**src/common/mandel_pkg.sv**
```systemverilog
package mandel_pkg;

  // command codes on the ctrl port, sampled every clock
  typedef enum logic [2:0] {
    CTRL_DEMO          = 3'b000,
    CTRL_SET_LEFT      = 3'b001,
    CTRL_SET_TOP       = 3'b010,
    CTRL_NONE          = 3'b011,
    CTRL_SET_INC_COL_X = 3'b100,
    CTRL_SET_INC_COL_Y = 3'b101,
    CTRL_SET_INC_ROW_X = 3'b110,
    CTRL_SET_INC_ROW_Y = 3'b111
  } ctrl_e;

  // a coordinate has BITS - FRAC_OFFSET fraction bits.
  // x words carry 3 integer bits and y words carry 2.
  localparam int FRAC_OFFSET = 3;

  localparam int VALUE_W   = 13; // width of the command value word.
  localparam int INC_COL_W = 10; // column increment width.
  localparam int INC_ROW_W = 8;  // row increment width.

  // the value word is read as an edge or as an increment, depending on ctrl.
  typedef union packed {
    logic [VALUE_W-1:0] coord;
    struct packed {
      logic [VALUE_W-INC_COL_W-1:0] unused;
      logic signed [INC_COL_W-1:0]  step;
    } inc;
  } cmd_value_u;

endpackage

```
**src/iterate/mandel_iter.sv**
```systemverilog
`timescale 1ns/10ps

module mandel_iter import mandel_pkg::*; #(
  parameter int BITS     = 16,
  parameter int MAX_ITER = 63
) (
  input  logic                            clk,
  input  logic                            rst_n,
  input  logic                            start,
  input  logic signed [BITS-1:0]          next_x0,
  input  logic signed [BITS-2:0]          next_y0,
  output logic signed [BITS-1:0]          x0,
  output logic signed [BITS-2:0]          y0,
  output logic                            done,
  output logic [$clog2(MAX_ITER+1)-1:0]   iter_count
);

  localparam int FRAC = BITS - FRAC_OFFSET;
  localparam int W    = BITS + 4; // z keeps four guard bits above the coordinate.
  localparam int CW   = $clog2(MAX_ITER + 1);

  localparam logic signed [2*W-1:0] ESC_LIMIT = 4 <<< FRAC;

  logic signed [BITS-1:0] cx;
  logic signed [BITS-2:0] cy;
  logic signed [W-1:0]    zx;
  logic signed [W-1:0]    zy;
  logic [CW-1:0]          n;
  logic                   busy;

  logic signed [2*W-1:0] xx;
  logic signed [2*W-1:0] yy;
  logic signed [2*W-1:0] xy;
  logic signed [2*W-1:0] sum_x;
  logic signed [2*W-1:0] sum_y;
  logic signed [W-1:0]   zx_next;
  logic signed [W-1:0]   zy_next;
  logic signed [2*W-1:0] nxx;
  logic signed [2*W-1:0] nyy;
  logic signed [2*W-1:0] mag;
  logic [CW-1:0]         n_next;
  logic                  escape;
  logic                  stop;

  always_comb begin
    xx = zx * zx;
    yy = zy * zy;
    xy = zx * zy;
    // products are truncated back to FRAC fraction bits.
    sum_x   = (xx >>> FRAC) - (yy >>> FRAC) + cx;
    sum_y   = (xy >>> (FRAC - 1)) + cy; // 2xy is truncated once.
    zx_next = sum_x[W-1:0];
    zy_next = sum_y[W-1:0];

    // the escape test looks at the new z, so one cycle can end the loop.
    nxx    = zx_next * zx_next;
    nyy    = zy_next * zy_next;
    mag    = (nxx >>> FRAC) + (nyy >>> FRAC);
    escape = mag > ESC_LIMIT;

    n_next = n + 1'b1;
    stop   = escape || n_next == CW'(MAX_ITER);
  end

  always_ff @(posedge clk) begin
    if (!rst_n) begin
      busy <= 1'b0;
      done <= 1'b0;
    end else begin
      done <= busy && stop;
      if (start) begin
        busy <= 1'b1;
      end else if (busy && stop) begin
        busy <= 1'b0;
      end
    end
  end

  always_ff @(posedge clk) begin
    if (start) begin
      cx <= next_x0;
      cy <= next_y0;
      zx <= '0;
      zy <= '0;
      n  <= '0;
    end else if (busy) begin
      zx <= zx_next;
      zy <= zy_next;
      n  <= n_next;
    end
    if (busy && stop) begin
      iter_count <= n_next;
    end
  end

  // the held point is what the coordinate controller steps from.
  assign x0 = cx;
  assign y0 = cy;

  assert property (@(posedge clk) disable iff (!rst_n) done |-> $past(busy) && !busy)
    else $error("mandel_iter: done without a busy cycle before it or with the engine busy");

endmodule

```
**config.mk**
```make
export PLATFORM = sky130hd
export DESIGN_NAME = mandel_iter
export DESIGN_NICKNAME = d
export VERILOG_FILES = /design/src/common/mandel_pkg.sv /design/src/iterate/mandel_iter.sv
export SDC_FILE = /design/constraint.sdc
export NUM_CORES = 2
export LEC_CHECK = 0
export BUFFER_PORTS_ARGS = -buffer_cell sky130_fd_sc_hd__clkbuf_2
export CAP_MARGIN = 40
export CORE_MARGIN = 2
export CORE_UTILIZATION = 55
export DETAILED_ROUTE_END_ITERATION = 8
export GPL_ROUTABILITY_DRIVEN = 0
export MAX_ROUTING_LAYER = met4
export PLACE_DENSITY = 0.76
export SETUP_SLACK_MARGIN = 0.1
export SLEW_MARGIN = 20
export SYNTH_ARGS = -nofsm -noshare
export SYNTH_HDL_FRONTEND = slang
export SYNTH_SLANG_ARGS = --single-unit
export TNS_END_PERCENT = 30
```
**constraint.sdc**
```tcl
create_clock -name clk -period 17.9 [get_ports clk]
set_input_delay 1.79 -clock clk [delete_from_list [all_inputs] [get_ports clk]]
set_output_delay 1.79 -clock clk [all_outputs]
set_load 0.05 [all_outputs]
```
==> Yosys cells after proc, flatten, opt, wreduce, memory -nomap -nowiden <==
Index checks and enable logic that the tools add are counted.
{ "totals": {"in_bits": 34, "out_inout_bits": 38, "ff_bits": 85} }
{ "classes": {"n_lt_le_gt_ge": 1, "addsub": 5, "reduce_logical": 3, "n_eq_ne": 1, "n_mux": 2, "multipliers": 5} }
{ "ops": {"columns": ["cell", "count"], "rows": [
  ["multiplier 20 x 20 -> 40 bit", 2],
  ["multiplier 20 x 20 -> 33 bit", 2],
  ["multiplier 20 x 20 -> 32 bit", 1],
  ["adder 27 x 27 -> 28 bit", 1],
  ["greater-than comparator 28 x 17 -> 1 bit, second input constant", 1],
  ["adder 20 x 15 -> 20 bit", 1],
  ["adder 20 x 16 -> 20 bit", 1],
  ["subtractor 20 bit", 1],
  ["adder 6 x 1 -> 6 bit, second input constant", 1],
  ["equality test 6 bit, second input constant", 1],
  ["two-way mux 1 bit", 2],
  ["nonzero test 2 bit", 1],
  ["logical AND 1 bit", 1],
  ["logical OR 1 bit", 1]
]} }

==> Depth between registers and ports, before layout <==
{ "logic_depth": {"word_depth": 10, "depth_mapped": 79, "mapped_depth_nobuf": 77} }

==> Worst setup path after synthesis <==
Ideal clock, no wire load.
{ "synth_timing": {"path_type": "flip-flop to flip-flop", "start": "reg zx[12]", "end": "reg iter_count[0], enable pin", "setup_slack_ps": 425, "stages_incl_launch_ff": 72, "arrival_time_ps": 17125, "path_buffers": 2, "t_required_ps": 17550, "path_cell_list": "dfxtp_1 clkbuf_1 clkinv_1 nor2_1 fa_1 fa_1 inv_1 fa_1 inv_1 fa_1 fa_1 fa_1 inv_1 fa_1 inv_1 ha_1 a21o_1 a21o_1 [36 not listed] inv_1 a21oi_1 nand2b_1 a21boi_0 o21a_1 nor2_1 ha_1 a21oi_1 a21boi_0 o21ai_0 a211oi_1 or2_2 and2_1 a311o_1 nor4b_1 nand4_1 nor2_1 nor2_1"} }
{ "synth_via": {"elab_chain_cells": 8, "elab_cells_between_ends": 11, "cone_classes": "4 x add/sub; 4 x mul; 1 x order compare; 2 x reduce/logical"} }
{ "synth_rtl": {"columns": ["element", "line", "rtl"], "rows": [
  ["start, declared", "mandel_iter.sv:26", "logic signed [W-1:0] zx;"],
  ["start signal, assigned", "mandel_iter.sv:87", "zx <= zx_next;"],
  ["multiplier 20 x 20 -> 33 bit", "mandel_iter.sv:46", "xx = zx * zx;"],
  ["subtractor 20 bit", "mandel_iter.sv:50", "sum_x = (xx >>> FRAC) - (yy >>> FRAC) + cx;"],
  ["adder 20 x 16 -> 20 bit", "mandel_iter.sv:50", null],
  ["named net sum_x[19]", "mandel_iter.sv:34", "logic signed [2*W-1:0] sum_x;"],
  ["multiplier 20 x 20 -> 40 bit", "mandel_iter.sv:56", "nxx = zx_next * zx_next;"],
  ["adder 27 x 27 -> 28 bit", "mandel_iter.sv:58", "mag = (nxx >>> FRAC) + (nyy >>> FRAC);"],
  ["greater-than comparator 28 x 17 -> 1 bit", "mandel_iter.sv:59", "escape = mag > ESC_LIMIT;"],
  ["logical OR 1 bit", "mandel_iter.sv:62", "stop = escape || n_next == CW'(MAX_ITER);"],
  ["logical AND 1 bit", "mandel_iter.sv:91", "if (busy && stop) begin"],
  ["end signal, assigned", "mandel_iter.sv:92", "iter_count <= n_next;"],
  ["end, declared", "mandel_iter.sv:15", "output logic [$clog2(MAX_ITER+1)-1:0] iter_count"]
]} }
The timed path passes the listed nets, and every way through them passes these cells.
A chain may end at the register's enable or synchronous reset.

==> Worst setup path in the final report <==
{ "layout_timing": {"start": "reg zx[4]", "end": "reg iter_count[1], enable pin"} }
{ "layout_via": {"elab_chain_cells": 8, "elab_cells_between_ends": 11, "cone_classes": "4 x add/sub; 4 x mul; 1 x order compare; 2 x reduce/logical"} }
{ "layout_rtl": {"columns": ["element", "line"], "rows": [
  ["multiplier 20 x 20 -> 33 bit", "mandel_iter.sv:46"],
  ["subtractor 20 bit", "mandel_iter.sv:50"],
  ["adder 20 x 16 -> 20 bit", "mandel_iter.sv:50"],
  ["multiplier 20 x 20 -> 40 bit", "mandel_iter.sv:56"],
  ["adder 27 x 27 -> 28 bit *", "mandel_iter.sv:58"],
  ["greater-than comparator 28 x 17 -> 1 bit *", "mandel_iter.sv:59"],
  ["logical OR 1 bit *", "mandel_iter.sv:62"],
  ["logical AND 1 bit *", "mandel_iter.sv:91"]
]} }
Mark *: on every way between the ends. The rest lies on a longest branch, timed or not.

==> impl_metrics.tcl <==
set metrics [dict create \
    die_width_um 351.4 \
    worstPathArrival_ns 17.32 \
    first_pass_iters 5 \
    htreeDepth 3 \
    fmax_ghz 0.05826 \
    io_pins 72 \
    syn2layout_area_growth_pct 7.039 \
    grt_overflow 0 \
    fp.dieH_um 351.4 \
    syn_avg_cell_area_um2 9.303 \
    finalClockSkew_ns 0.03148 \
    clock_latency_ns 0.47 \
    clk_root_buffer_cell "clkbuf_16" \
    worstSetupPathType "flip-flop to flip-flop" \
    cts_tree "done" \
    synthTopCellsByArea "fa_1, inv_1, ha_1" \
    critPathMaxStageDelay_ns 0.52 \
    post_synth_instance_area_um2 66390 \
    cap_violations 0 \
    wl_um 164700 \
    cp-start-kind "flip-flop" \
    async_flop_share 0 \
    syn_nets 9487 \
    clk_pin_slew_ns 0.11 \
    pre_cts_ws_ns -0.2532 \
    antenna_found_initial 3 \
    initialDrtViolationCount 3112 \
    ant_nets 0 \
    outcome "complete, no violations" \
    cts_made_buffers 9 \
    crit_fanout 7 \
    nets 9574 \
    vias 47380 \
    ys_types 82 \
    core_area_um2 119800 \
    drive_gt1_frac 0.07428 \
    min_from "n[5]" \
    synth-edff-count 37 \
    grt_use_total 0.2919 \
    grt_start_max_net_pins 50 \
    synth-seq-cells 85 \
    worstMarginPinSlew_ns 0.8834 \
    critPathSlowestCell "fa_1" \
    grt_pass1_wl_um 270900 \
    rows 127 \
    drcViolationCount 0 \
    finalSetupViolations 0 \
    layout_setup_ws_ns 0.7349 \
    drv_slew 0 \
    setup.worst_path.start "zx[4]" \
    r2r_start "zx[4]" \
    numPortBuffers 71 \
    yosys_most_used_dff "dfxtp_1" \
    dieArea_um2 123500 \
    slew_headroom 0.4068 \
    viasPerCell 5.357 \
    cp_common_cell "fa_1" \
    start_util 0.5542 \
    final_core_util 0.5932 \
    period_share 0.9589 \
    yosysTopAreaCell "fa_1" \
    dp_hpwl_um 137600 \
    yosysSeqAreaShare 0.03121 \
    synth_top_area_share 0.5310 \
    cts_max_path_buffers 2 \
    tns_ns 0 \
    hp-class "flip-flop to flip-flop" \
    wl_per_cell_um 18.62 \
    fin_crit_ns 17.17 \
    final_hold_viol_count 0 \
    synth_warnings 0 \
    netlist_instances 7137 \
    cts_sinks 85 \
    cp-end-kind "flip-flop" \
    grt_pass1_vias 53156 \
    critPathRequiredTime_ns 18.06 \
]
## metal layers
metal / track usage / wire length (µm) / vias to the layer above
met5: - / 0 / -
met4: 0.1540 / 10410 / 0
met2: 0.4843 / 82730 / 1863
met3: 0.04309 / 12380 / 576
met1: 0.3457 / 59190 / 24243
li1: - / - / 20698
## cells by family (layout without fill, tap and decap cells)
logic type               Yosys count  after routing  share of synthesized area
adder cells (fa/ha/maj)         2316           2316                     0.6356
AO/OA/AOI/OAI                    427            427                    0.04430
multiplexers                      43             43                   0.006558
XOR/XNOR                         265            265                    0.03530
flip-flops                        85             85                    0.03121
AND/OR/NAND/NOR                 1604           1604                     0.1114
other                              1              5                 0.00005648
buffers and inverters           2396           2488                     0.1356
## state kept, by name, indices dropped and copies added, names as in the netlist
name / flops
y0: 15
done: 1
zy: 20
busy: 1
iter_count: 6
n: 6
zx: 20
x0: 16
## synthesized netlist by cell type (5+ instances only)
master,instances
nand2_1,630
o21ai_0,57
o31ai_1,8
fa_1,1761
a21o_1,81
edfxtp_1,37
a21oi_1,116
mux2i_1,39
nand4_1,18
nor2b_1,28
xor2_1,76
a221oi_1,5
a211oi_1,23
or3_1,6
nand2b_1,45
o211ai_1,10
o21bai_1,15
ha_1,555
a21boi_0,6
a221o_1,5
and2_1,330
nand3_1,33
inv_1,2157
o21a_1,36
o31a_1,5
and3_1,15
dfxtp_1,48
nor2_1,408
clkbuf_1,214
and4_1,5
a31oi_1,16
xnor2_1,187
buf_1,9
nor3_1,43
or2_2,21
buf_2,6
clkinv_1,7
## what timing repair did
item | CTS | global route
resized for setup | 20 | 225
endpoints found under the setup margin | 8 | 8
buffers inserted | 0 | 25
pin swaps | 2 | 52
hold buffers | 0 | 0
gates cloned | 0 | 1
## placed cells by master (no fill, tap or decap), types with 70 or more instances in the layout
cell,count
inv_1,2146
fa_1,1750
nand2_1,629
ha_1,541
nor2_1,380
and2_1,330
buf_4,191
xnor2_1,181
a21oi_1,101
a21o_1,81
clkbuf_2,70
## layout make-up
class | count | area (µm²)
diodes | 4 | 10.01
clock buffers | 10 | 229.0
clock inverters | 6 | 71.32
fillers | 10051 | 48740
inverters | 2166 | 8139
multi-input cells | 4656 | 56050
flip-flops and latches | 85 | 2123
well taps | 1612 | 2017
repair buffers | 306 | 2426
## final timing paths
path | endpoint | slack, ns | cells past startpoint
setup / recovery | iter_count[1] | 0.73 | 71
hold / removal | n[5] | 0.53 | 2
setup reg to reg | iter_count[1] | 0.73 | 71
hold reg to reg | n[5] | 0.53 | 2
## worst max-delay path: cells and delay by family, from the launching register on
kind,cells,cell delay (ns)
compound gates,15,2.77
xor+xnor,9,1.73
fa+ha+maj,18,8.21
buf+inv,13,1.16
flops,1,0.39
simple gates,16,2.57
## metrics by stage
step / cell area [µm²] / instances / hold slack [ns]
3_3_place_gp: 69530 / 8795 / 0.4982
5_1_grt: 71070 / 8844 / 0.5898
3_5_place_dp: 69600 / 8798 / 0.5207
2_1_floorplan: 66390 / 7137 / 0.4828
6_report: 71070 / 8845 / 0.5307
4_1_cts: 69930 / 8814 / 0.5352
Power is not shown: default switching activity piles up to over one toggle a cycle in this logic, so the estimate is an artifact.
