--- src/common/mandel_pkg.sv ---
package mandel_pkg;

  // command codes on the ctrl port, sampled every clock
  typedef enum logic [2:0] {
    CTRL_DEMO          = 3'b000,
    CTRL_SET_LEFT      = 3'b001,
    CTRL_SET_TOP       = 3'b010,
    CTRL_NONE          = 3'b011,
    CTRL_SET_INC_COL_X = 3'b100,
    CTRL_SET_INC_COL_Y = 3'b101,
    CTRL_SET_INC_ROW_X = 3'b110,
    CTRL_SET_INC_ROW_Y = 3'b111
  } ctrl_e;

  // a coordinate has BITS - FRAC_OFFSET fraction bits.
  // x words carry 3 integer bits and y words carry 2.
  localparam int FRAC_OFFSET = 3;

  localparam int VALUE_W   = 13; // width of the command value word.
  localparam int INC_COL_W = 10; // column increment width.
  localparam int INC_ROW_W = 8;  // row increment width.

  // the value word is read as an edge or as an increment, depending on ctrl.
  typedef union packed {
    logic [VALUE_W-1:0] coord;
    struct packed {
      logic [VALUE_W-INC_COL_W-1:0] unused;
      logic signed [INC_COL_W-1:0]  step;
    } inc;
  } cmd_value_u;

endpackage

--- src/coord/coord_control.sv ---
`timescale 1ns/10ps

module coord_control import mandel_pkg::*; #(
  parameter int BITS = 16
) (
  input  logic                   clk,
  input  logic                   rst_n,
  input  logic                   next_row,
  input  logic                   next_frame,
  input  cmd_value_u             value,
  input  ctrl_e                  ctrl,
  input  logic signed [BITS-1:0] x0,
  input  logic signed [BITS-2:0] y0,
  output logic signed [BITS-1:0] next_x0,
  output logic signed [BITS-2:0] next_y0
);

  localparam int FRAC = BITS - FRAC_OFFSET;

  localparam logic signed [BITS-1:0]      X_LEFT_DEFAULT    = -2 <<< FRAC;
  localparam logic signed [BITS-2:0]      Y_TOP_DEFAULT     = 3 <<< (FRAC - 2);
  localparam logic signed [INC_COL_W-1:0] X_INC_COL_DEFAULT = 240;
  localparam logic signed [INC_ROW_W-1:0] Y_INC_ROW_DEFAULT = -51;

  logic signed [BITS-1:0]      x_left;
  logic signed [BITS-2:0]      y_top;
  logic signed [INC_COL_W-1:0] x_inc_col;
  logic signed [INC_COL_W-1:0] y_inc_col;
  logic signed [INC_ROW_W-1:0] x_inc_row;
  logic signed [INC_ROW_W-1:0] y_inc_row;

  logic signed [BITS-1:0] x_row_start;
  logic signed [BITS-2:0] y_row_start;

  logic signed [BITS-1:0] edge_x;
  logic signed [BITS-2:0] edge_y;

  logic                        demo_phase;
  logic                        demo_update;
  logic                        demo_wrap;
  logic signed [BITS-2:0]      demo_y_top;
  logic signed [INC_ROW_W-1:0] demo_y_inc;
  logic signed [INC_COL_W-1:0] demo_x_inc;

  // the edge value fills the top bits of the coordinate word.
  assign edge_x = BITS'(value.coord) << (BITS - VALUE_W);
  assign edge_y = (BITS-1)'(value.coord) << (BITS - 1 - VALUE_W);

  // the zoom walks the row step from -51 up to 51 and then starts over.
  assign demo_wrap  = y_inc_row == INC_ROW_W'(51);
  assign demo_y_top = demo_wrap ? Y_TOP_DEFAULT : y0 - (BITS-1)'(240);
  assign demo_y_inc = demo_wrap ? Y_INC_ROW_DEFAULT : y_inc_row + INC_ROW_W'(1);
  assign demo_x_inc = demo_y_inc[INC_ROW_W-1] ? {~demo_y_inc, 2'b00} : {demo_y_inc, 2'b00};

  always_ff @(posedge clk) begin
    if (!rst_n) begin
      demo_phase  <= 1'b0;
      demo_update <= 1'b0;
    end else begin
      if (next_frame) begin
        demo_phase <= !demo_phase; // only every second frame zooms.
      end
      demo_update <= next_frame && ctrl == CTRL_DEMO && !demo_phase;
    end
  end

  always_ff @(posedge clk) begin
    if (!rst_n) begin
      x_left    <= X_LEFT_DEFAULT;
      y_top     <= Y_TOP_DEFAULT;
      x_inc_col <= X_INC_COL_DEFAULT;
      y_inc_col <= '0;
      x_inc_row <= '0;
      y_inc_row <= Y_INC_ROW_DEFAULT;
    end else begin
      if (ctrl == CTRL_SET_LEFT) begin
        x_left <= edge_x;
      end
      if (demo_update) begin
        y_top     <= demo_y_top;
        x_inc_col <= demo_x_inc;
        y_inc_row <= demo_y_inc;
      end else begin
        if (ctrl == CTRL_SET_TOP) begin
          y_top <= edge_y;
        end
        if (ctrl == CTRL_SET_INC_COL_X) begin
          x_inc_col <= value.inc.step;
        end
        if (ctrl == CTRL_SET_INC_ROW_Y) begin
          y_inc_row <= value.inc.step[INC_ROW_W-1:0];
        end
      end
      if (ctrl == CTRL_SET_INC_COL_Y) begin
        y_inc_col <= value.inc.step;
      end
      if (ctrl == CTRL_SET_INC_ROW_X) begin
        x_inc_row <= value.inc.step[INC_ROW_W-1:0];
      end
    end
  end

  // row starts are always loaded at the first pixel of a frame.
  always_ff @(posedge clk) begin
    if (next_frame) begin
      x_row_start <= x_left;
    end else if (next_row) begin
      x_row_start <= x_row_start + x_inc_row;
    end
  end

  always_ff @(posedge clk) begin
    if (next_frame || demo_update) begin
      y_row_start <= y_top;
    end else if (next_row) begin
      y_row_start <= y_row_start + y_inc_row;
    end
  end

  always_comb begin
    if (next_frame) begin
      next_x0 = x_left;
      next_y0 = y_top;
    end else if (next_row) begin
      next_x0 = x_row_start;
      next_y0 = y_row_start;
    end else begin
      next_x0 = x0 + x_inc_col; // step from the pixel held in the engine.
      next_y0 = y0 + y_inc_col;
    end
  end

  // the scan flags come from pixel_scan and mark distinct pixels.
  assert property (@(posedge clk) disable iff (!rst_n) !(next_frame && next_row))
    else $error("coord_control: next_frame and next_row high in the same cycle");

endmodule

--- config.mk ---
export PLATFORM = sky130hd
export DESIGN_NAME = coord_control
export DESIGN_NICKNAME = d
export VERILOG_FILES = /design/src/common/mandel_pkg.sv /design/src/coord/coord_control.sv
export SDC_FILE = /design/constraint.sdc
export NUM_CORES = 1
export LEC_CHECK = 0
export BUFFER_PORTS_ARGS = -buffer_cell sky130_fd_sc_hd__buf_2
export CAP_MARGIN = 10
export CORE_AREA = 3 3 151 153
export DETAILED_ROUTE_END_ITERATION = 10
export DIE_AREA = 0 0 154 156
export PLACE_DENSITY_LB_ADDON = 0.08
export SLEW_MARGIN = 40
export SYNTH_ARGS = -nofsm -noshare
export SYNTH_HDL_FRONTEND = slang
export SYNTH_SLANG_ARGS = --single-unit
--- constraint.sdc ---
create_clock -name clk -period 5.25 [get_ports clk]
set_clock_uncertainty 0.1 [all_clocks]
set_input_delay 0.7875 -clock clk [delete_from_list [all_inputs] [get_ports clk]]
set_output_delay 0.7875 -clock clk [all_outputs]
set_load 0.005 [all_outputs]
**Word level (Yosys, flattened, before mapping)**

Index checks and enable logic that the tools add are counted.

- Output and inout bits: 31
- Register bits: 97
- Word-level logic and storage cells: 52
- Bits of input ports: 51

- Mux-type cells: 17
- Reductions and logical operators: 10
- Bitwise logic cells: 1
- Equal/unequal tests: 7
- $add $sub $neg: 6

Operators by type and width:

| cell | number |
|---|---|
| $mux W15 | 7 |
| $mux W16 | 4 |
| $mux W10 | 3 |
| $mux W8 | 3 |
| $add A16 B10 Y16 | 1 |
| $add A16 B8 Y16 | 1 |
| $add A15 B10 Y15 | 1 |
| $add A15 B8 Y15 | 1 |
| $sub A15 B9 Y15 const B | 1 |
| $eq A3 B3 Y1 const B | 4 |
| $reduce_bool A2 Y1 | 5 |
| $add A8 B2 Y8 const B | 1 |
| $eq A8 B7 Y1 const B | 1 |
| $not A8 Y8 | 1 |
| $eq A3 B1 Y1 const B | 1 |
| $eq A3 B2 Y1 const B | 1 |
| $logic_not A3 Y1 | 1 |
| $logic_and A1 B1 Y1 | 2 |
| $logic_not A1 Y1 | 1 |
| $logic_or A1 B1 Y1 | 1 |

**Logic depth before layout (Yosys ltp)**

- Word-level depth: 5
- Depth in mapped cells: 10

**Worst setup path before layout**

No wires, ideal clock.

- Kind: input-to-output
- From: in next_row
- To: out next_x0[15]
- Required time: 4.363 ns
- Buffers on the path: 1
- Stages: 5
- Data arrival time: 2.499 ns
- Setup slack: 1.863 ns
- Path through: clkbuf_1 -> nor2_1 -> clkinv_1 -> or4_1 -> o211a_1

- Cells in the longest elaborated chain, start to end: 2

Ends and longest elaborated chain:

| element | RTL line | RTL |
|---|---|---|
| start, declared | coord_control.sv:8 | `input logic next_row,` |
| $mux W16 | coord_control.sv:124 | `end else if (next_row) begin` |
| $mux W16 | coord_control.sv:121 | `if (next_frame) begin` |
| end, declared | coord_control.sv:14 | `output logic signed [BITS-1:0] next_x0,` |

No other way between the ends.

**Final worst setup path**

- From: in y0[0]
- To: out next_y0[14]

- Cells in the longest elaborated chain, start to end: 3

Ends and longest elaborated chain:

| element | RTL line | RTL |
|---|---|---|
| start, declared | coord_control.sv:13 | `input logic signed [BITS-2:0] y0,` |
| $add A15 B10 Y15 | coord_control.sv:129 | `next_y0 = y0 + y_inc_col;` |
| $mux W15 | coord_control.sv:124 |  |
| $mux W15 | coord_control.sv:121 |  |
| end, declared | coord_control.sv:15 | `output logic signed [BITS-2:0] next_y0` |

No other way between the ends.

==> impl_metrics.tcl <==
set metrics [dict create \
    port_buffers 81 \
    fill_cells 2264 \
    path_clk_slew_ns 0.08 \
    clkSinkCount 97 \
    ant_nets 0 \
    antenna_cells 0 \
    hold_viol_final 0 \
    syn_area_per_cell_um2 8.21 \
    critPathArrivalTime_ns 3.03 \
    ys.warnings.count 0 \
    drive_above_1_share 0.133 \
    hold_depth 1 \
    crit_required_ns 4.36 \
    wl_per_cell_um 18.8 \
    path_buf_inv 3 \
    synth_cells 916 \
    power_density_nw_per_um2 281 \
    mappedNetlistArea_um2 7520 \
    ioPinCount 82 \
    finalPower_mw 2.39 \
    crit_path_max_incr_delay_ns 0.39 \
    cts-resized-gates 0 \
    post_cts_buffers 0 \
    first_iter_violations 393 \
    place.gp.congestion 0.794 \
    cp_top_family "compound AO/OA/AOI/OAI gates" \
    drt_first_pass_iters 5 \
    root_buffer "clkbuf_16" \
    min_from "demo_phase" \
    synth_seq_cells 97 \
    cts.path.max_buffers 2 \
    setup_viol 0 \
    ys.flop_type "dfxtp_1" \
    syn2layout_area_growth_pct 13.0 \
    timing.critical_path.mode_cell "buf_2" \
    totalWireLength_mm 23.7 \
    syn-num-nets 1031 \
    crit_chain "buf_2 -> ha_1 -> inv_1 -> fa_1 -> nor2b_1 -> o311a_1 -> a211oi_2 -> o211ai_1 -> a31o_2 -> mux2i_1 -> o221ai_1 -> buf_2" \
    grt_max_degree 47 \
    fp-row-count 54 \
    grt_pass1_wl_mm 37.9 \
    start_util 0.347 \
    clkLatencyLatePin_ns 0.36 \
    die_area_um2 24000 \
    tns_ns 0 \
    die_w_um 154 \
    cts-buffers-inserted 9 \
    min_to "demo_update" \
    final_max_slew_viol_count 0 \
    synth_edf_count 31 \
    track_usage 0.200 \
    vias_per_cell 5.30 \
    rsz0062_at_grt "no" \
    grt.overflow.total 0 \
    hold_buffers 0 \
    rr_endpoint "y_row_start[11]" \
    async_reset_ff_frac 0 \
    finalCriticalPeriod_ns 3.92 \
    fmaxAchievable_ghz 0.255 \
    hold_path_class "register to register" \
    critPathCaptureType "primary output" \
    layout_common_cells "118 x nand2_1, 97 x nor2_1, 81 x buf_2" \
    drcViolationCount 0 \
    outcome "finished, final reports clean" \
    vdd_ir_drop_max_mv 0.169 \
    crit_slowest_cell "a211oi_2" \
    reg2regPathDepth 8 \
    slew-limit-headroom 0.419 \
    yosysSeqAreaShare 0.300 \
    mostFrequentLayoutCell "nand2_1" \
    fin_nets 1090 \
    reg2reg_slack_ns 2.52 \
    worst_pin_slew_ns 0.869 \
    critical_path_class "input port to primary output" \
    r2r-start "y_inc_row[2]" \
    htree_levels 3 \
    cap_violations 0 \
    core_area_um2 21700 \
    p_leak_nw 3.58 \
    cp_max_fo 4 \
    antenna_found_initial 0 \
    grt_pass1_vias 6655 \
    synth_cell_types 69 \
    fin_crit_sh 0.747 \
    die_y_um 156 \
    via_count 6682 \
    tritoncts "built" \
    cp-start-kind "input port" \
    hpwlAfterDp_mm 17.8 \
]
[cells in the mapped netlist (all sizes together) (5+ instances only)]
cell | instances | area share
xor2 | 24 | 0.028
o211ai | 17 | 0.017
nand2 | 120 | 0.060
mux2 | 9 | 0.013
nand3 | 18 | 0.012
nor3b | 8 | 0.0080
a31oi | 7 | 0.0058
a221oi | 5 | 0.0058
a21o | 13 | 0.013
xnor2 | 36 | 0.042
nor2b | 12 | 0.010
or4 | 5 | 0.0050
ha | 60 | 0.10
a21oi | 64 | 0.043
nor3 | 22 | 0.015
nor2 | 97 | 0.048
edfxtp | 31 | 0.12
inv | 25 | 0.012
dfxtp | 66 | 0.18
o21a | 19 | 0.019
a211oi | 23 | 0.024
mux2i | 33 | 0.044
buf | 9 | 0.0062
o22ai | 6 | 0.0050
o221ai | 5 | 0.0067
nand2b | 7 | 0.0058
o21bai | 5 | 0.0050
and3 | 7 | 0.0058
clkbuf | 31 | 0.015
a22oi | 7 | 0.0070
o21ai | 69 | 0.046
o31ai | 8 | 0.010
and2 | 6 | 0.0055
[cell type report]
| cell class | count | area (um2) | area share |
|---|---|---|---|
| repair buffers | 88 | 458 | 0.0539 |
| clock buffers | 11 | 233 | 0.0274 |
| multi-input cells | 753 | 5020 | 0.591 |
| clock inverters | 5 | 78.8 | 0.00928 |
| flip-flops and latches | 97 | 2250 | 0.265 |
| well taps | 280 | 350 | 0.0412 |
| inverters | 26 | 98.8 | 0.0116 |
[stage by stage]
| stage | util | cells | setup slack [ns] | hold WS (ns) | instance area (um2) |
|---|---|---|---|---|---|
| 5_1_grt | 0.392 | 1260 | 1.12 | 0.351 | 8490 |
| 3_3_place_gp | 0.377 | 1244 | 1.31 | 0.330 | 8170 |
| 4_1_cts | 0.391 | 1260 | 1.28 | 0.337 | 8490 |
| 2_1_floorplan | - | 916 | 1.86 | 0.319 | 7520 |
| 6_report | 0.392 | 1260 | 1.33 | 0.333 | 8490 |
| 3_5_place_dp | 0.377 | 1244 | 1.30 | 0.333 | 8180 |
[worst max path at each step]
stage / startpoint / to / slack (ns) / depth (start not counted)
final: y0[0] / next_y0[14] / 1.33 / 12
after detailed placement: x0[0] / next_x0[12] / 1.30 / 10
after global placement: x0[0] / next_x0[12] / 1.31 / 10
after global routing: y0[1] / next_y0[13] / 1.12 / 10
after CTS: x0[0] / next_x0[12] / 1.28 / 10
after floorplan: next_row / next_x0[15] / 1.86 / 5
[power by group]
group	switching, mW	internal [mW]	leakage, nW
registers	0.0565	0.861	0.869
clock network	0.313	0.418	0.150
logic	0.420	0.319	2.56
total	0.789	1.60	3.58
[layer usage]
layer / wire, um / global-route usage / vias to the layer above
met5: 0 / 0 / -
met4: 445 / 0.0563 / 0
met3: 689 / 0.0208 / 20
met2: 11100 / 0.333 / 107
met1: 11500 / 0.275 / 3100
li1: - / - / 3455
[state kept, by name, indices dropped and copies added, names as in the netlist]
| signal | flops |
|---|---|
| y_top | 15 |
| y_row_start | 15 |
| y_inc_row | 8 |
| x_inc_col | 10 |
| y_inc_col | 10 |
| x_left | 13 |
| x_row_start | 16 |
| x_inc_row | 8 |
| demo_phase | 1 |
| demo_update | 1 |
[kinds of logic (layout without fill, tap and decap cells)]
kind of cell,after synthesis,after routing,share of synthesized area
AOI/OAI and AO/OA,268,268,0.236
adders and majority gates,64,64,0.111
muxes,42,42,0.0574
DFF,97,97,0.300
xor gates and xnor gates,60,60,0.0699
and+or+nand+nor,319,319,0.192
buffers and inverters,66,130,0.0346
No activity file was read; power rests on OpenSTA's default activity.
