**src/rtl/pixel_scan.sv**
```systemverilog
`timescale 1ns/10ps

module pixel_scan #(
  parameter int COLS = 640,
  parameter int ROWS = 480
) (
  input  logic clk,
  input  logic rst_n,
  input  logic done,
  output logic start,
  output logic next_row,
  output logic next_frame,
  output logic row_first,
  output logic frame_first
);

  localparam int CW = (COLS > 1) ? $clog2(COLS) : 1;
  localparam int RW = (ROWS > 1) ? $clog2(ROWS) : 1;

  logic [CW-1:0] col;
  logic [RW-1:0] row;
  logic          armed;
  logic          in_flight;

  // col and row point at the pixel that the next start issues.
  assign next_frame = start && col == '0 && row == '0;
  assign next_row   = start && col == '0 && row != '0;

  always_ff @(posedge clk) begin
    if (!rst_n) begin
      armed       <= 1'b0;
      start       <= 1'b0;
      in_flight   <= 1'b0;
      col         <= '0;
      row         <= '0;
      row_first   <= 1'b0;
      frame_first <= 1'b0;
    end else begin
      armed <= 1'b1;
      start <= !armed || done; // one pixel at a time.
      if (start) begin
        in_flight <= 1'b1;
      end else if (done) begin
        in_flight <= 1'b0;
      end
      if (start) begin
        row_first   <= next_row;
        frame_first <= next_frame;
        if (col == CW'(COLS - 1)) begin
          col <= '0;
          if (row == RW'(ROWS - 1)) begin
            row <= '0;
          end else begin
            row <= row + 1'b1;
          end
        end else begin
          col <= col + 1'b1;
        end
      end
    end
  end

  assert property (@(posedge clk) disable iff (!rst_n) start |-> !in_flight)
    else $error("pixel_scan: start issued while a pixel is in flight");

endmodule

```
**config.mk**
```make
export PLATFORM = sky130hd
export DESIGN_NAME = pixel_scan
export DESIGN_NICKNAME = d
export VERILOG_FILES = /design/src/rtl/pixel_scan.sv
export SDC_FILE = /design/constraint.sdc
export NUM_CORES = 1
export LEC_CHECK = 0
export CORE_MARGIN = 2
export CORE_UTILIZATION = 59
export CTS_BUF_LIST = sky130_fd_sc_hd__clkbuf_8 sky130_fd_sc_hd__clkbuf_16
export CTS_CLUSTER_SIZE = 14
export DETAILED_ROUTE_END_ITERATION = 7
export DONT_BUFFER_PORTS = 1
export PLACE_DENSITY = 0.75
export SLEW_MARGIN = 20
export SYNTH_ARGS = -nofsm -noshare
export SYNTH_HDL_FRONTEND = slang
export SYNTH_SLANG_ARGS = --single-unit
export TNS_END_PERCENT = 10
```
**constraint.sdc**
```tcl
create_clock -name clk -period 5.8 [get_ports clk]
set_input_delay 0.29 -clock clk [delete_from_list [all_inputs] [get_ports clk]]
set_output_delay 0.29 -clock clk [all_outputs]
set_load 0.005 [all_outputs]
```
== After elaboration in Yosys (flattened, before gate mapping) ==
Index checks and enable logic that the tools add are counted.

* Register bits: 23
* Bits in latches: 0
* Bits in writable memories: 0
* ROM bits: 0
* Input port bits: 3
* Output and inout bits: 5
* Logic and storage cells: 22
* Memories kept: 0

* Add/subtract/negate cells: 2
* Multipliers: 0
* Div/mod/pow operators: 0
* Order comparisons: 0
* Equality and inequality tests: 2
* Shift operators: 0
* Mux-type cells: 3
* Bitwise logic cells: 0
* Reductions and logical operators: 9

{| class="wikitable"
|+ Operator list
! operator !! count
|-
| 10-bit by 1-bit adder with 10-bit output, second input constant || 1
|-
| 10-bit == test, second input constant || 1
|-
| 10-bit zero test || 1
|-
| 10-bit 2-to-1 mux || 1
|-
| 9-bit by 1-bit adder with 9-bit output, second input constant || 1
|-
| 9-bit == test, second input constant || 1
|-
| 9-bit zero test || 1
|-
| 9-bit 2-to-1 mux || 1
|-
| 9-bit nonzero test || 1
|-
| 1-bit logical AND || 3
|-
| 2-bit AND reduction || 1
|-
| 1-bit zero test || 1
|-
| 1-bit logical OR || 1
|-
| 1-bit 2-to-1 mux || 1
|}

== Logic depth before layout (Yosys ltp) ==
Gate-level depths: netlist of run 1.

* Depth after elaboration: 3
* Mapped depth: 6
* Gate-level depth less buffers: 6

== Worst setup path after synthesis of run 1 ==
No wires, ideal clock.

* Path type: register to register
* From: register col[7]
* To: register row[5]
* Library setup time: 0.070 ns
* Arrival: 1.874 ns
* Data required time: 5.730 ns
* Slack: 3.856 ns
* Stages on the path, launching flop included: 5
* Period minus slack after synthesis: 1.944 ns
* Path through: dfxtp_1 -> or3b_4 -> or4_4 -> or4_1 -> a21boi_1

* Word-level cells in the longest chain between the ends: 2

{| class="wikitable"
|+ Ends and longest elaborated chain
! what !! line !! text
|-
| start: declaration || 20 || <nowiki>logic [CW-1:0] col;</nowiki>
|-
| start signal: assignment || 57 || <nowiki>col <= col + 1'b1;</nowiki>
|-
| 10-bit == test || 49 || <nowiki>if (col == CW'(COLS - 1)) begin</nowiki>
|-
| 2-bit AND reduction (no source line) || -- ||
|-
| end signal: assignment || 54 || <nowiki>row <= row + 1'b1;</nowiki>
|-
| end: declaration || 21 || <nowiki>logic [RW-1:0] row;</nowiki>
|}

No other way between the ends.
A chain may end at the register's enable or synchronous reset.

== Worst setup path in the final report of run 1 ==
* From: register col[7]
* To: register row[6]

The elaborated chain is that of the path after synthesis.

==> implementation parameters, run 1 <==
Parameter                              Value

Status
  Result of the run    complete, no violations

Detailed routing
  Detailed Routing Iterations Pass 1    4
  Via count    between 900 and 1000
  Number of nets still failing antenna checks after routing    0
  Total length of routed wires    between 2000 and 2500 µm
  Via-to-Cell Ratio    roughly 5.7
  DRT iter0 DRCs    19
  DRC violation count after routing    0
  Average routed wire per standard cell    roughly 14 µm

Worst hold path
  Class of the worst hold path    primary input to register
  WHS Path Cells    0

Layout
  Ratio of cells with drive above 1 in the final layout    ~8.3%
  Most common cell after layout, fill and taps aside    sky130_fd_sc_hd__dfxtp_1
  Layout area overhead    4.91%
  Final cell count without fillers    around 160
  Post-layout nets    140
  Leading cell types in the layout, fill and taps excluded    sky130_fd_sc_hd__dfxtp_1, sky130_fd_sc_hd__nand2_1, sky130_fd_sc_hd__inv_1
  # diodes    0
  Post-route design area    between 1000 and 1500 µm²

Timing
  Clock period minus worst slack    2.11 ns
  RSZ-0062 raised after global routing    no
  Hold Vio Cnt, Final    0
  Final Max Tran Viols    0
  Post-Route Setup TNS    0 ns
  Endpoints failing setup    0
  Clock skew    approximately 0.0042 ns
  Remaining max-slew budget at the tightest pin    a little under half
  Slew at the pin closest to its max-slew limit    between 0.7 and 0.8 ns
  Maximum clock rate    approximately 470 MHz
  Crit share post-route    about 36%

Placed design
  Cells after DPL    ~160
  Area after DPL    roughly 1200 µm²
  Number of buffers inserted by port buffering    0
  GP Congestion    approximately 0.9
  Post-DP HPWL    ~1500 µm

Setup path
  Required time of the worst setup path    about 6.0 ns
  Endpoint arrival time on the critical path    between 2 and 2.5 ns
  Register-to-register setup slack    about 3.7 ns
  Sort of element at the end of the critical path    register
  Critical path startpoint category    register
  Cells on worst reg2reg path    4
  Sequence of cells on the critical path    or3b_4 -> nor4_2 -> o21ai_0 -> a32o_1
  Critical path's largest stage delay    between 0.7 and 0.8 ns
  WS Path Type    register to register
  Slowest cell on the critical path    sky130_fd_sc_hd__nor4_2
  Highest net fanout along the worst path    10

Synth
  Main flop type after synthesis    sky130_fd_sc_hd__dfxtp_1
  Post-Synthesis Mean Instance Area    8.94 µm²
  Post-synthesis instance area    1170 µm²
  Post-synthesis async set-or-reset flop share    0%
  Post-synthesis cell type count    41
  Share of the yosys chip area belonging to registers    about two fifths
  Flops & latches, synth    23
  Synthesized instance count    roughly 130
  Number of enable-type register cells in the synthesized netlist    0
  Synth warn    0
  Syn Nets    roughly 140

Clocking
  # hold bufs at CTS    0
  TritonCTS buffer count    3
  Clock tree from TritonCTS    yes
  Reg clk slew, reported paths    0.08 ns
  Insertion delay to the later sink of the worst-skew pair    0.26 ns
  Root buffer cell    sky130_fd_sc_hd__clkbuf_8
  Total number of clock tree sinks    23
  Resized cells post-CTS    0
  Number of H-tree levels    1
  Post CTS Setup Buffer Count    0
  CTS Buffer Depth    2

GRT
  Antenna violations before repair    0
  Vias in the first global route    roughly 870
  Largest net degree at the start of global routing    28
  Overall Global Routing Usage    between 10% and 20%
  Total grt overflow    0
  Global-route wire length before repair    3790 µm

Die
  Core Box Area    between 1500 and 2000 µm²
  Width of the die    a little under 50 µm
  Die height    48.6 µm
  Number of top-level pins    8
  Die area    approximately 2400 µm²
  Total number of placement rows    16
  Initial Utilization    60.9%

Power and ir drop
  Cell leakage power    around 0.45 nW
  Power density over the cells    about 220 nW/µm²
  Total power    roughly 0.27 mW
  Worst-case vdd ir drop    ~0.16 mV

Flow run
  Count of maximum capacitance violations    0
[final cells by class]
| type | count | area, µm² |
|---|---|---|
| clock buffer | 3 | 41.3 |
| fill | 180 | 693 |
| multi-input combinational | 97 | 658 |
| tap | 27 | 33.8 |
| inverter | 8 | 30.0 |
| sequential | 23 | 460 |
| clock inverter | 1 | 5.00 |
[critical path, delay by kind of cell (launching register included)]
| kind | cells | cell delay, ns |
|---|---|---|
| AO/OA/AOI/OAI | 2 | 0.50 |
| flip-flops | 1 | 0.36 |
| AND/OR/NAND/NOR | 2 | 1.15 |
[logic make-up after synthesis]
logic type                 share of synthesized area, %
AOI/OAI and AO/OA                                  11.2
xor gates and xnor gates                           5.24
adders and majority gates                          4.27
buffers and inverters                              4.49
DFF                                                39.3
muxes                                              2.56
and+or+nand+nor                                    32.9
[report_power, final]
group / switching, mW / internal [mW]
clock network: 0.0502 / 0.0479
logic: 0.00393 / 0.00450
registers: 0.00280 / 0.160
[sequential cells by signal, indices dropped and copies added (netlist names)]
name         count
start            1
col             10
row              9
frame_first      1
row_first        1
armed            1
[through the flow]
step / setup slack (ns) / hold WS (ns) / utilization [%]
2_1_floorplan: 3.86 / 0.318 / -
3_3_place_gp: 3.76 / 0.319 / 61.5
3_5_place_dp: 3.70 / 0.319 / 61.5
4_1_cts: 3.69 / 0.0430 / 63.9
5_1_grt: 3.47 / 0.0331 / 63.9
6_report: 3.69 / 0.0484 / 63.9
[routing by layer]
metal,up-vias,share of wire [%],global-route usage (%)
met1,427,49,26.0
met4,0,0.46,5.71
met5,-,0,0
met2,14,48,34.0
met3,2,2.1,3.70
li1,468,-,-
[cell usage after synthesis (2+ instances only)]
cell / n / area share (%)
sky130_fd_sc_hd__dfxtp_1: 23 / 39
sky130_fd_sc_hd__o21a_1: 2 / 1.3
sky130_fd_sc_hd__nand2_1: 14 / 4.5
sky130_fd_sc_hd__o31ai_1: 2 / 1.3
sky130_fd_sc_hd__ha_1: 4 / 4.3
sky130_fd_sc_hd__mux2i_1: 3 / 2.6
sky130_fd_sc_hd__nor2b_1: 3 / 1.6
sky130_fd_sc_hd__a31o_2: 2 / 1.5
sky130_fd_sc_hd__and2_1: 7 / 3.7
sky130_fd_sc_hd__inv_1: 8 / 2.6
sky130_fd_sc_hd__nor3_1: 2 / 0.85
sky130_fd_sc_hd__and4b_1: 2 / 1.7
sky130_fd_sc_hd__nor4_1: 3 / 1.6
sky130_fd_sc_hd__xnor2_1: 5 / 3.7
sky130_fd_sc_hd__and4_1: 2 / 1.5
sky130_fd_sc_hd__nand3b_1: 2 / 1.3
sky130_fd_sc_hd__a21boi_0: 4 / 2.6
sky130_fd_sc_hd__o21ai_0: 5 / 2.1
sky130_fd_sc_hd__nor4b_1: 2 / 1.5
sky130_fd_sc_hd__nand4_1: 6 / 3.2
sky130_fd_sc_hd__xor2_1: 2 / 1.5
sky130_fd_sc_hd__nand3_1: 3 / 1.3
sky130_fd_sc_hd__nor2_1: 7 / 2.2
[path summary, 6_finish.rpt]
check            to   start
min           armed   rst_n
max          row[6]  col[7]
max reg2reg  row[6]  col[7]
min reg2reg   start   armed
No activity file was read; power rests on OpenSTA's default activity.
==> run 2, diff against run 1 <==
--- a/config.mk
+++ b/config.mk
@@ -6,12 +6,12 @@
 export NUM_CORES = 1
 export LEC_CHECK = 0
 export CORE_MARGIN = 2
-export CORE_UTILIZATION = 59
+export CORE_UTILIZATION = 55
 export CTS_BUF_LIST = sky130_fd_sc_hd__clkbuf_8 sky130_fd_sc_hd__clkbuf_16
 export CTS_CLUSTER_SIZE = 14
 export DETAILED_ROUTE_END_ITERATION = 7
 export DONT_BUFFER_PORTS = 1
-export PLACE_DENSITY = 0.75
+export PLACE_DENSITY = 0.73
 export SLEW_MARGIN = 20
 export SYNTH_ARGS = -nofsm -noshare
 export SYNTH_HDL_FRONTEND = slang
==> constraint.sdc (replaced) <==
create_clock -name clk -period 1.8 [get_ports clk]
set_input_delay 0.09 -clock clk [delete_from_list [all_inputs] [get_ports clk]]
set_output_delay 0.09 -clock clk [all_outputs]
set_load 0.005 [all_outputs]
==> run 2 against run 1 <==
  * The run now ends with negative hold slack left
  * Core utilization rose by 13 points
  * Fmax rose by 18%
  * Sequential power grew to 3.2 times the previous value
  * Non-clock buffer count grew 29
  * Setup slack lost 3.7 ns
  * Sequential share of layout area decreased by 7.0 points
  * Global-route usage is 3.6 points higher
==> implementation parameters, run 2 (same netlist as run 1, synthesis figures left out) <==
Parameter                              Value

Setup path
  Highest net fanout along the worst path    4 (was 10)
  Critical R2R Launch    col[8] (was col[7])
  Endpoint arrival time on the critical path    1.99 ns (was 2.27 ns)
  Critical path startpoint category    register (unchanged)
  Endpoint of the most critical setup path    row[5] (was row[6])
  Register-to-register setup slack    0.009 ns (was 3.69 ns)
  Crit path from    col[8] (was col[7])
  Sort of element at the end of the critical path    register (unchanged)
  Required time of the worst setup path    2.00 ns (was 5.96 ns)
  RR Endpoint    row[5] (was row[6])
  WS Path Type    register to register (unchanged)
  Cells on worst reg2reg path    4 (unchanged)

Clocking
  Insertion delay to the later sink of the worst-skew pair    0.26 ns (about the same)
  TritonCTS buffer count    3 (unchanged)
  Reg clk slew, reported paths    0.09 ns (was 0.08 ns)
  CTS Buffer Depth    2 (unchanged)
  # hold bufs at CTS    9 (was 0)
  Number of H-tree levels    1 (unchanged)
  Clock tree from TritonCTS    yes (unchanged)
  Root buffer cell    sky130_fd_sc_hd__clkbuf_8 (unchanged)
  Total number of clock tree sinks    23 (unchanged)

Placed design
  GP Congestion    0.805 (was 0.917)
  Post-DP HPWL    1780 µm (was 1540 µm)
  Number of buffers inserted by port buffering    0 (unchanged)
  Area after DPL    1310 µm² (was 1180 µm²)

Layout
  Post-layout nets    169 (was 140)
  Flip-flop count of the largest register, all copies and words added    10 (unchanged)
  Registers with the highest flip-flop counts    col: 10 flops, row: 9 flops (unchanged)
  Leading cell types in the layout, fill and taps excluded    sky130_fd_sc_hd__dfxtp_1, sky130_fd_sc_hd__buf_4, sky130_fd_sc_hd__nand2_1 (was sky130_fd_sc_hd__dfxtp_1, sky130_fd_sc_hd__nand2_1, sky130_fd_sc_hd__inv_1)
  Layout area overhead    30.4% (was 4.91%)
  Reg with most FFs    col (unchanged)
  Post-route design area    1530 µm² (was 1230 µm²)
  # diodes    0 (unchanged)
  Filler cells    139 (was 180)
  Ratio of cells with drive above 1 in the final layout    26.7% (was 8.33%)

Detailed routing
  DRT iter0 DRCs    15 (was 19)
  Detailed Routing Iterations Pass 1    4 (unchanged)
  Via count    1073 (was 911)
  Total length of routed wires    2820 µm (was 2180 µm)
  Average routed wire per standard cell    15.0 µm (was 13.7 µm)
  Via-to-Cell Ratio    5.71 (was 5.73)
  DRC violation count after routing    0 (unchanged)
  Number of nets still failing antenna checks after routing    0 (unchanged)

Die
  Core Box Area    1980 µm² (was 1920 µm²)
  Die height    50.1 µm (was 48.6 µm)
  Total number of placement rows    16 (unchanged)
  Initial Utilization    59.1% (was 60.9%)
  Width of the die    50.1 µm (was 48.6 µm)
  Die area    2510 µm² (was 2360 µm²)
  Number of top-level pins    8 (unchanged)

Timing
  Crit share post-route    99.5% (was 36.4%)
  Final Max Tran Viols    0 (unchanged)
  Maximum clock rate    558 MHz (was 473 MHz)
  Endpoints failing setup    0 (unchanged)
  Worst Hold Slack    -0.142 ns (was 0.0484 ns)
  Slew at the pin closest to its max-slew limit    0.485 ns (was 0.790 ns)
  Remaining max-slew budget at the tightest pin    67.3% (was 46.9%)
  RSZ-0062 raised after global routing    yes (was no)
  Clock period minus worst slack    1.79 ns (was 2.11 ns)
  Hold Vio Cnt, Final    13 (was 0)
  Clock skew    0.00332 ns (was 0.00421 ns)

Status
  Violated checks    negative hold slack
  Result of the run    finished, violations left (was complete, no violations)

Flow run
  Count of maximum capacitance violations    0 (unchanged)

GRT
  Overall Global Routing Usage    23.6% (was 20.0%)
  Largest net degree at the start of global routing    28 (unchanged)
  Global-route wire length before repair    4570 µm (was 3790 µm)
  Antenna violations before repair    0 (unchanged)
  Vias in the first global route    1034 (was 872)
  Total grt overflow    0 (unchanged)

Power and ir drop
  Worst-case vdd ir drop    0.680 mV (was 0.156 mV)
  Power density over the cells    586 nW/µm² (was 219 nW/µm²)
  Cell leakage power    0.614 nW (was 0.453 nW)

Worst hold path
  Class of the worst hold path    primary input to register (unchanged)
## run 2: report_power, final
part	total (mW)	internal (mW)	switching (mW)
Sequential	0.523	0.517	0.00601
Clock	0.322	0.154	0.168
Combinational	0.0502	0.0266	0.0235
## run 2: final cells by class
type | count | area (µm²) | share of cell area (%)
timing repair buffer | 29 | 238 | 15.6
multi-input combinational | 97 | 714 | 46.8
inverter | 8 | 30.0 | 1.97
sequential | 23 | 465 | 30.5
tap | 27 | 33.8 | 2.21
clock buffer | 3 | 41.3 | 2.70
clock inverter | 1 | 5.00 | 0.328
## run 2: worst min-delay path by stage
stage           from    end  slack (ns)  cells after the start
2_1_floorplan  rst_n  armed        0.12                      0
3_3_place_gp   rst_n  armed        0.12                      0
3_5_place_dp   rst_n  armed        0.12                      0
4_1_cts        rst_n  armed       -0.15                      0
5_1_grt        rst_n  armed       -0.16                      0
6_report       rst_n  armed       -0.14                      0
## run 2: through the flow
stage	utilization (%)	cells	power (mW)	TNS (ns)	setup slack [ns]
final	77.1	188	0.895	0	0.00853
after global routing	77.1	188	0.925	-0.108	-0.0562
after CTS	74.7	186	0.900	-0.0183	-0.0183
after detailed placement	66.0	171	0.568	-0.104	-0.104
after global placement	66.0	171	0.566	-0.0146	-0.0146
after floorplan	-	131	0.566	-0.0622	-0.0622
## run 2: metal layers
metal	global-route usage [%]	routed length, µm	part of all wire (%)
met5	0	0	0
met4	1.39	0	0
met3	5.06	107	3.8
met2	42.5	1390	49
met1	30.0	1320	47
## run 2: worst max-delay path: stages (launching register included)
cell and delay (ns):
sky130_fd_sc_hd__dfxtp_2 0.33, sky130_fd_sc_hd__or3b_4 0.39, sky130_fd_sc_hd__or4_4 0.45, sky130_fd_sc_hd__or4_4 0.43
sky130_fd_sc_hd__a21boi_2 0.13
## run 2: repair_timing
action | 4_1_cts | 5_1_grt
endpoints found under the setup margin | 2 | 9
cloned | 0 | 1
hold endpoints to repair | 20 | 15
resized for setup | 5 | 8
setup buffers | 2 | 1
pin swaps | 2 | 3
